`src/design/simple_processor_pkg.sv`:
```
`default_nettype none

package simple_processor_pkg;

  ////////////////////////////////////////////////////////////
  // Widths
  ////////////////////////////////////////////////////////////

  localparam int unsigned DATA_WIDTH     = 32; // Default operand width, top overrides
  localparam int unsigned INSTR_WIDTH    = 16;
  localparam int unsigned REG_ADDR_WIDTH = 3;  // Eight registers
  localparam int unsigned IMM_WIDTH      = 6;

  typedef logic [INSTR_WIDTH-1:0]    instr_t;
  typedef logic [REG_ADDR_WIDTH-1:0] reg_addr_t;

  ////////////////////////////////////////////////////////////
  // Encodings
  ////////////////////////////////////////////////////////////

  // Function codes, 4'hB to 4'hF are illegal
  typedef enum logic [3:0] {
    ADD  = 4'h0,
    SUB  = 4'h1,
    ADDI = 4'h2,
    AND  = 4'h3,
    OR   = 4'h4,
    XOR  = 4'h5,
    NOT  = 4'h6,
    SLL  = 4'h7,
    SLLI = 4'h8,
    SLR  = 4'h9, // Logical right
    SLRI = 4'hA
  } func_t;

  // Execution block whose result is taken
  typedef enum logic [1:0] {
    UNIT_MATH  = 2'd0,
    UNIT_LOGIC = 2'd1,
    UNIT_SHIFT = 2'd2
  } unit_sel_t;

  typedef enum logic [1:0] {
    IDLE  = 2'd0,
    READ  = 2'd1,
    EXEC  = 2'd2,
    WRITE = 2'd3
  } ctrl_state_t;

  typedef struct packed {
    func_t                func;
    unit_sel_t            unit_sel;
    logic                 use_imm;  // Second operand from imm
    reg_addr_t            rd;
    reg_addr_t            rs1;
    reg_addr_t            rs2;
    logic [IMM_WIDTH-1:0] imm;      // Raw field, extended in datapath
    logic                 legal;
  } decoded_instr_t;

endpackage

`default_nettype wire
```
`src/design/simple_processor_top.sv`:
```
`timescale 1ns/100ps
`default_nettype none

module simple_processor_top #(
  parameter int unsigned DATA_WIDTH = simple_processor_pkg::DATA_WIDTH
) (
  input  logic                            clk_i,
  input  logic                            reset_i,
  input  logic                            instr_valid_i,
  input  simple_processor_pkg::instr_t    instr_i,
  output logic                            busy_o,
  output logic                            result_valid_o,
  output simple_processor_pkg::reg_addr_t result_rd_o,
  output logic [DATA_WIDTH-1:0]           result_o,
  output logic                            illegal_o
);
  import simple_processor_pkg::*;

  reg_addr_t             rs1_addr;
  reg_addr_t             rs2_addr;
  logic [DATA_WIDTH-1:0] rs1_data;
  logic [DATA_WIDTH-1:0] rs2_data;
  decoded_instr_t        dec;      // Registered decode for the datapath
  logic [DATA_WIDTH-1:0] op_a;
  logic [DATA_WIDTH-1:0] op_b;
  logic [DATA_WIDTH-1:0] exec_result;
  logic                  wr_en;
  reg_addr_t             wr_addr;
  logic [DATA_WIDTH-1:0] wr_data;

  core_controller #(
    .DATA_WIDTH (DATA_WIDTH)
  ) i_core_controller (
    .clk_i          (clk_i),
    .reset_i        (reset_i),
    .instr_valid_i  (instr_valid_i),
    .instr_i        (instr_i),
    .rs1_data_i     (rs1_data),
    .rs2_data_i     (rs2_data),
    .exec_result_i  (exec_result),
    .rs1_addr_o     (rs1_addr),
    .rs2_addr_o     (rs2_addr),
    .dec_o          (dec),
    .op_a_o         (op_a),
    .op_b_o         (op_b),
    .wr_en_o        (wr_en),
    .wr_addr_o      (wr_addr),
    .wr_data_o      (wr_data),
    .busy_o         (busy_o),
    .result_valid_o (result_valid_o),
    .result_rd_o    (result_rd_o),
    .result_o       (result_o),
    .illegal_o      (illegal_o)
  );

  register_file #(
    .DATA_WIDTH (DATA_WIDTH)
  ) i_register_file (
    .clk_i      (clk_i),
    .reset_i    (reset_i),
    .rs1_addr_i (rs1_addr),
    .rs2_addr_i (rs2_addr),
    .wr_en_i    (wr_en),
    .wr_addr_i  (wr_addr),
    .wr_data_i  (wr_data),
    .rs1_data_o (rs1_data),
    .rs2_data_o (rs2_data)
  );

  execution_unit #(
    .DATA_WIDTH (DATA_WIDTH)
  ) i_execution_unit (
    .dec_i    (dec),
    .op_a_i   (op_a),
    .op_b_i   (op_b),
    .result_o (exec_result)
  );

endmodule

`default_nettype wire

```
`src/design/core_controller.sv`:
```
`timescale 1ns/100ps
`default_nettype none

module core_controller #(
  parameter int unsigned DATA_WIDTH = simple_processor_pkg::DATA_WIDTH
) (
  input  logic                                 clk_i,
  input  logic                                 reset_i,
  input  logic                                 instr_valid_i,
  input  simple_processor_pkg::instr_t         instr_i,
  input  logic [DATA_WIDTH-1:0]                rs1_data_i,
  input  logic [DATA_WIDTH-1:0]                rs2_data_i,
  input  logic [DATA_WIDTH-1:0]                exec_result_i,
  output simple_processor_pkg::reg_addr_t      rs1_addr_o,
  output simple_processor_pkg::reg_addr_t      rs2_addr_o,
  output simple_processor_pkg::decoded_instr_t dec_o,
  output logic [DATA_WIDTH-1:0]                op_a_o,
  output logic [DATA_WIDTH-1:0]                op_b_o,
  output logic                                 wr_en_o,
  output simple_processor_pkg::reg_addr_t      wr_addr_o,
  output logic [DATA_WIDTH-1:0]                wr_data_o,
  output logic                                 busy_o,
  output logic                                 result_valid_o,
  output simple_processor_pkg::reg_addr_t      result_rd_o,
  output logic [DATA_WIDTH-1:0]                result_o,
  output logic                                 illegal_o
);
  import simple_processor_pkg::*;

  ctrl_state_t           state_q;
  logic                  ops_loaded_q; // Second EXEC cycle
  logic                  accept;
  instr_t                instr_q;
  decoded_instr_t        dec_now;      // Decoder output on held word
  decoded_instr_t        dec_q;
  logic [DATA_WIDTH-1:0] op_a_q;
  logic [DATA_WIDTH-1:0] op_b_q;
  logic [DATA_WIDTH-1:0] result_q;

  assign busy_o = (state_q != IDLE);
  assign accept = instr_valid_i && !busy_o; // Strobes while busy are dropped

  instr_decoder i_instr_decoder (
    .instr_i (instr_q),
    .dec_o   (dec_now)
  );

  assign rs1_addr_o = dec_now.rs1;
  assign rs2_addr_o = dec_now.rs2;

  ////////////////////////////////////////////////////////////
  // Sequencing FSM
  ////////////////////////////////////////////////////////////

  always_ff @(posedge clk_i) begin
    if (reset_i) begin
      state_q      <= IDLE;
      ops_loaded_q <= 1'b0;
    end else begin
      case (state_q)
        IDLE:  if (accept) state_q <= READ;
        READ:  state_q <= EXEC;           // Register file address settles
        EXEC: begin
          ops_loaded_q <= !ops_loaded_q;  // Two cycles in EXEC
          if (ops_loaded_q) state_q <= WRITE;
        end
        WRITE: state_q <= IDLE;
        default: state_q <= IDLE;
      endcase
    end
  end

  // Held instruction word
  always_ff @(posedge clk_i) begin
    if (accept) instr_q <= instr_i;
  end

  // Operands at the end of the first EXEC cycle
  always_ff @(posedge clk_i) begin
    if ((state_q == EXEC) && !ops_loaded_q) begin
      op_a_q <= rs1_data_i;
      op_b_q <= rs2_data_i;
    end
  end

  // Decoded word and result registers
  always_ff @(posedge clk_i) begin
    if (reset_i) begin
      dec_q    <= '0;
      result_q <= '0;
    end else if (state_q == EXEC) begin
      if (!ops_loaded_q) dec_q <= dec_now;
      else               result_q <= exec_result_i; // Execution unit output
    end
  end

  assign dec_o  = dec_q;
  assign op_a_o = op_a_q;
  assign op_b_o = op_b_q;

  ////////////////////////////////////////////////////////////
  // Write back and report
  ////////////////////////////////////////////////////////////

  assign result_valid_o = (state_q == WRITE) && dec_q.legal;
  assign illegal_o      = (state_q == WRITE) && !dec_q.legal;
  assign wr_en_o        = result_valid_o; // Register lands at end of WRITE
  assign wr_addr_o      = dec_q.rd;
  assign wr_data_o      = result_q;
  assign result_rd_o    = dec_q.rd;
  assign result_o       = result_q;

  // Four busy cycles per accepted instruction
  busy_window: assert property (
    @(posedge clk_i) disable iff (reset_i)
    accept |=> busy_o [*4] ##1 !busy_o
  );

endmodule

`default_nettype wire

```
`src/design/execution_unit.sv`:
```
`timescale 1ns/100ps
`default_nettype none

module execution_unit #(
  parameter int unsigned DATA_WIDTH = simple_processor_pkg::DATA_WIDTH
) (
  input  simple_processor_pkg::decoded_instr_t dec_i,
  input  logic [DATA_WIDTH-1:0]                op_a_i,
  input  logic [DATA_WIDTH-1:0]                op_b_i,
  output logic [DATA_WIDTH-1:0]                result_o
);
  import simple_processor_pkg::*;

  localparam int unsigned SHAMT_WIDTH = $clog2(DATA_WIDTH);

  logic [DATA_WIDTH-1:0]  imm_ext;     // Sign-extended immediate
  logic [DATA_WIDTH-1:0]  math_b;      // Second adder operand
  logic [DATA_WIDTH-1:0]  res_math;
  logic [DATA_WIDTH-1:0]  res_logic;
  logic [DATA_WIDTH-1:0]  res_shift;
  logic [SHAMT_WIDTH-1:0] shift_amount;
  logic                   shift_right;

  assign imm_ext = {{(DATA_WIDTH-IMM_WIDTH){dec_i.imm[IMM_WIDTH-1]}}, dec_i.imm};

  ////////////////////////////////////////////////////////////
  // Math block
  ////////////////////////////////////////////////////////////

  assign math_b   = dec_i.use_imm ? imm_ext : op_b_i;
  assign res_math = (dec_i.func == SUB) ? op_a_i - op_b_i
                                        : op_a_i + math_b; // ADD and ADDI

  ////////////////////////////////////////////////////////////
  // Logic block
  ////////////////////////////////////////////////////////////

  always_comb begin
    case (dec_i.func)
      AND:     res_logic = op_a_i & op_b_i;
      OR:      res_logic = op_a_i | op_b_i;
      XOR:     res_logic = op_a_i ^ op_b_i;
      NOT:     res_logic = ~op_a_i;         // rs2 ignored
      default: res_logic = '0;
    endcase
  end

  ////////////////////////////////////////////////////////////
  // Shift block
  ////////////////////////////////////////////////////////////

  // Only the low bits count, larger amounts wrap
  assign shift_amount = dec_i.use_imm ? imm_ext[SHAMT_WIDTH-1:0]
                                      : op_b_i[SHAMT_WIDTH-1:0];
  assign shift_right  = (dec_i.func == SLR) || (dec_i.func == SLRI);
  assign res_shift    = shift_right ? op_a_i >> shift_amount  // Zero fill
                                    : op_a_i << shift_amount;

  // Result select
  always_comb begin
    case (dec_i.unit_sel)
      UNIT_MATH:  result_o = res_math;
      UNIT_LOGIC: result_o = res_logic;
      UNIT_SHIFT: result_o = res_shift;
      default:    result_o = '0;
    endcase
  end

  // Decoder and controller must hand over a named unit for legal work
  unit_sel_named: assert final (
    !dec_i.legal || (dec_i.unit_sel inside {UNIT_MATH, UNIT_LOGIC, UNIT_SHIFT})
  );

endmodule

`default_nettype wire

```
`src/design/register_file.sv`:
```
`timescale 1ns/100ps
`default_nettype none

module register_file #(
  parameter int unsigned DATA_WIDTH = simple_processor_pkg::DATA_WIDTH
) (
  input  logic                            clk_i,
  input  logic                            reset_i,
  input  simple_processor_pkg::reg_addr_t rs1_addr_i,
  input  simple_processor_pkg::reg_addr_t rs2_addr_i,
  input  logic                            wr_en_i,
  input  simple_processor_pkg::reg_addr_t wr_addr_i,
  input  logic [DATA_WIDTH-1:0]           wr_data_i,
  output logic [DATA_WIDTH-1:0]           rs1_data_o,
  output logic [DATA_WIDTH-1:0]           rs2_data_o
);
  import simple_processor_pkg::*;

  localparam int unsigned NUM_REGS = 2 ** REG_ADDR_WIDTH;

  logic [DATA_WIDTH-1:0] regs_q [1:NUM_REGS-1]; // No storage for r0

  // Write port, r0 writes dropped
  always_ff @(posedge clk_i) begin
    if (reset_i) begin
      for (int i = 1; i < NUM_REGS; i++) begin
        regs_q[i] <= '0;
      end
    end else if (wr_en_i && (wr_addr_i != '0)) begin
      regs_q[wr_addr_i] <= wr_data_i;
    end
  end

  ////////////////////////////////////////////////////////////
  // Read ports
  ////////////////////////////////////////////////////////////

  assign rs1_data_o = (rs1_addr_i == '0) ? '0 : regs_q[rs1_addr_i]; // r0 reads zero
  assign rs2_data_o = (rs2_addr_i == '0) ? '0 : regs_q[rs2_addr_i];

  // Controller must present a clean index on every write
  wr_addr_known: assert property (
    @(posedge clk_i) disable iff (reset_i)
    wr_en_i |-> !$isunknown(wr_addr_i)
  );

endmodule

`default_nettype wire

```
`src/design/instr_decoder.sv`:
```
`timescale 1ns/100ps
`default_nettype none

module instr_decoder (
  input  simple_processor_pkg::instr_t         instr_i,
  output simple_processor_pkg::decoded_instr_t dec_o
);
  import simple_processor_pkg::*;

  // Field positions
  localparam int unsigned FUNC_LSB = 12;
  localparam int unsigned RD_LSB   = 9;
  localparam int unsigned RS1_LSB  = 6;

  func_t func; // Raw code, may hold an unused value

  assign func = func_t'(instr_i[FUNC_LSB +: 4]);

  always_comb begin
    // Fields are extracted regardless of the function
    dec_o.func     = func;
    dec_o.rd       = instr_i[RD_LSB +: REG_ADDR_WIDTH];
    dec_o.rs1      = instr_i[RS1_LSB +: REG_ADDR_WIDTH];
    dec_o.rs2      = instr_i[REG_ADDR_WIDTH-1:0]; // Overlaps imm low bits
    dec_o.imm      = instr_i[IMM_WIDTH-1:0];
    dec_o.unit_sel = UNIT_MATH;
    dec_o.use_imm  = 1'b0;
    dec_o.legal    = 1'b1;

    ////////////////////////////////////////////////////////////
    // Classification
    ////////////////////////////////////////////////////////////
    case (func)
      ADD, SUB: begin
        dec_o.unit_sel = UNIT_MATH;
      end
      ADDI: begin
        dec_o.unit_sel = UNIT_MATH;
        dec_o.use_imm  = 1'b1;
      end
      AND, OR, XOR, NOT: begin
        dec_o.unit_sel = UNIT_LOGIC; // NOT only looks at rs1
      end
      SLL, SLR: begin
        dec_o.unit_sel = UNIT_SHIFT;
      end
      SLLI, SLRI: begin
        dec_o.unit_sel = UNIT_SHIFT;
        dec_o.use_imm  = 1'b1;
      end
      default: begin
        dec_o.legal = 1'b0; // Unused code, no write
      end
    endcase
  end

endmodule

`default_nettype wire

```
`config.mk`:
```
export PLATFORM = sky130hd
export DESIGN_NAME = simple_processor_top
export DESIGN_NICKNAME = d
export VERILOG_FILES = /design/src/design/simple_processor_pkg.sv /design/src/design/simple_processor_top.sv /design/src/design/core_controller.sv /design/src/design/execution_unit.sv /design/src/design/register_file.sv /design/src/design/instr_decoder.sv
export SDC_FILE = /design/constraint.sdc
export NUM_CORES = 1
export LEC_CHECK = 0
export BUFFER_PORTS_ARGS = -buffer_cell sky130_fd_sc_hd__buf_4
export CORE_MARGIN = 2
export CORE_UTILIZATION = 55
export DETAILED_ROUTE_END_ITERATION = 8
export PLACE_DENSITY = 0.71
export SLEW_MARGIN = 20
export SYNTH_ARGS = -nofsm -noshare
export SYNTH_HDL_FRONTEND = slang
export SYNTH_SLANG_ARGS = --single-unit
```
`constraint.sdc`:
```
create_clock -name clk_i -period 6.8 [get_ports clk_i]
set_clock_uncertainty 0.15 [all_clocks]
set_input_delay 0.34 -clock clk_i [delete_from_list [all_inputs] [get_ports clk_i]]
set_output_delay 0.34 -clock clk_i [all_outputs]
set_load 0.02 [all_outputs]
```
==> metrics.yaml <==
syn_inst: 2396
fin_crit_ps: 5415
dr.pass1.iters: 5
max_freq_ghz: 0.1847
core_area_mm2: 0.04422
htree_levels: 2
crit_required_ps: 7080
maxSlewViolCount: 0
cts_resized: 0
drt-initial-drc-count: 2202
yosys_warnings: 0
max_slew_margin_pct: 20.78
synth_top_area_share_pct: 38.22
placed_cells: 2919
cp-start-kind: "register"
numCtsBuffers: 40
start_util_pct: 55.78
cts.sinks: 366
path_clk_slew_ps: 60
globalRouteTotalUtil_pct: 35.78
grt_first_pass_wirelength_mm: 125.1
ant_nets: 0
diodes: 0
holdCritStartpoint: "reset_i"
crit_path_end_kind: "register"
ys_seq_area_share_pct: 42.44
synth_seq_cells: 366
postSynth.asyncResetShare_pct: 0
crit_type: "reg2reg"
gr-total-overflow: 0
cts_buffer_depth: 3
post-route-drc-count: 0
die_h_um: 215.8
yosysTopAreaCell: "edfxtp_1"
cts_tree: "yes"
post_cts_buffers: 0
clk_latency_ps: 560
whs_endpoint: "i_core_controller.dec_o[0]"
synth_edf_count: 314
peakVddDrop_uv: 249.5
most-common-layout-cells: "314 x edfxtp_1, 234 x nor2_1, 228 x and2_1, 155 x nand2_1, 116 x a21oi_1"
maxCapViolations: 0
grt_pass1_vias: 20012
worst_pin_slew_ps: 1188
nNetsFinal: 2506
finalCritPeriodShare_pct: 79.63
avgSynthCellArea_um2: 10.30
finalNonFillerCells: 3006
post_drt_wl_per_cell_um: 27.81
vias: 20357
portBuffers: 56
hold_slack_ps: 45.64
cp_max_fo: 42
drive_gt1_share_pct: 14.33
post-dp-hpwl_mm: 56.30
synthFlopType: "edfxtp_1"
grt_max_degree: 74
timing.rr.start: "i_core_controller.op_b_o[1]"
p_leak_uw: 0.01030
total_power_uw: 9596
setup_viol: 0
p_per_area_mw_per_mm2: 356.7
num_rows: 77
yosysUniqueCellTypes: 95
hp-class: "in2reg"
hold_violations: 0
wirelength_mm: 83.61
area_growth_pct: 9.069
arrival_ps: 5690
cts_root_buffer: "clkbuf_16"
hold_buffers: 16
dieWidth_um: 215.8
ioPinCount: 57
die_area_mm2: 0.04656
r2r_cells: 20
rsz0062_at_grt: "false"
fin_tns_setup_ps: 0
netlist_area_mm2: 0.02467
antenna_found_initial: 1
reg2reg_to: "i_core_controller.result_o[31]"
synthTopCellsByArea: "edfxtp_1 38%, mux4_2 6.4%, and2_1 5.8%"
place_congestion: 0.9744
final_common_cell: "edfxtp_1"
hold_depth: 2
r2r_slack_ps: 1390
routed_via_density: 6.772
status: "finished clean"
state kept, by name, indices dropped and copies added (netlist names):
| name | flops |
|---|---|
| i_core_controller.state_q | 2 |
| i_core_controller.instr_q | 16 |
| i_core_controller.result_rd_o | 3 |
| i_core_controller.op_a_o | 32 |
| i_core_controller.ops_loaded_q | 1 |
| i_core_controller.result_o | 32 |
| i_core_controller.op_b_o | 32 |
| i_register_file.regs_q | 234 |
| i_core_controller.dec_o | 14 |
metal layers:
metal / vias to the layer above / routed length [µm] / global-route usage (%)
met5: - / 0 / 0
met4: 0 / 4097 / 16.41
met3: 239 / 7954 / 6.582
met2: 1078 / 38940 / 57.59
met1: 10085 / 32620 / 47.20
li1: 8955 / - / -
metrics by stage:
stage	cell area (µm²)	worst slack, ps	utilization, %
2_1_floorplan	24700	1806	-
3_3_place_gp	25520	1600	57.70
3_5_place_dp	25520	1445	57.70
4_1_cts	26880	1450	60.80
5_1_grt	26900	960.4	60.84
6_report	26900	1385	60.84
worst max-delay path, cell delays in order (launching register included):
cell and delay (ps):
edfxtp_1 430, mux2_4 530, inv_12 290, ha_1 290
nand2_2 100, nor2_1 230, o21ai_0 250, nor3_1 250
nor3_1 70, a21o_1 170, a221oi_1 250, ha_1 290
nand4_1 180, nor3_1 260, o211ai_1 160, a21oi_1 360
o21ai_1 150, o311a_1 410, a21boi_0 240, xnor2_1 150
o21ai_1 70
worst max-delay path by stage:
stage / start / endpoint / slack [ps] / cells past startpoint
finish: i_core_controller.op_b_o[1] / i_core_controller.result_o[31] / 1390 / 20
global route: i_core_controller.op_b_o[1] / i_core_controller.result_o[31] / 960 / 20
detailed placement: i_core_controller.op_b_o[1] / i_core_controller.result_o[31] / 1440 / 20
floorplan: i_core_controller.dec_o[16] / i_core_controller.result_o[24] / 1810 / 24
CTS: i_core_controller.op_b_o[1] / i_core_controller.result_o[31] / 1450 / 20
global placement: i_core_controller.op_b_o[1] / i_core_controller.result_o[31] / 1600 / 20
power breakdown:
group,switching (µW),internal (µW),total (µW)
combinational,2780,1630,4410
clock,886,1170,2060
sequential,396,2730,3130
final cells by class:
type | instances | area (µm²)
multi-input combinational | 1771 | 13180
clock inverter | 17 | 148.9
clock buffer | 53 | 1060
tap | 592 | 740.7
timing repair buffer | 122 | 968.4
inverter | 85 | 332.8
fill | 3670 | 17320
sequential | 366 | 10470
cell usage after synthesis, types with 25 or more instances:
master,count
ha_1,100
a221oi_1,87
nand3_1,34
edfxtp_1,314
mux4_2,70
o21ai_0,108
clkbuf_1,136
nor2_1,241
a21oi_1,117
mux2i_1,115
nor3_1,49
o221ai_1,35
dfxtp_1,52
inv_1,80
mux2_2,67
o211ai_1,25
and2_1,228
nand2_1,155
a22oi_1,55
cell families (layout without fill, tap and decap cells):
group,Yosys count,count (layout),synth area share (%)
other,1,10,0.01520
buffers and inverters,268,277,4.631
and+or+nand+nor,795,795,16.17
xor gates and xnor gates,30,30,1.065
DFF,366,366,42.44
AOI/OAI and AO/OA,581,581,16.25
muxes,254,254,14.27
adders and majority gates,101,101,5.153
Power figures use the tool's default switching activity.
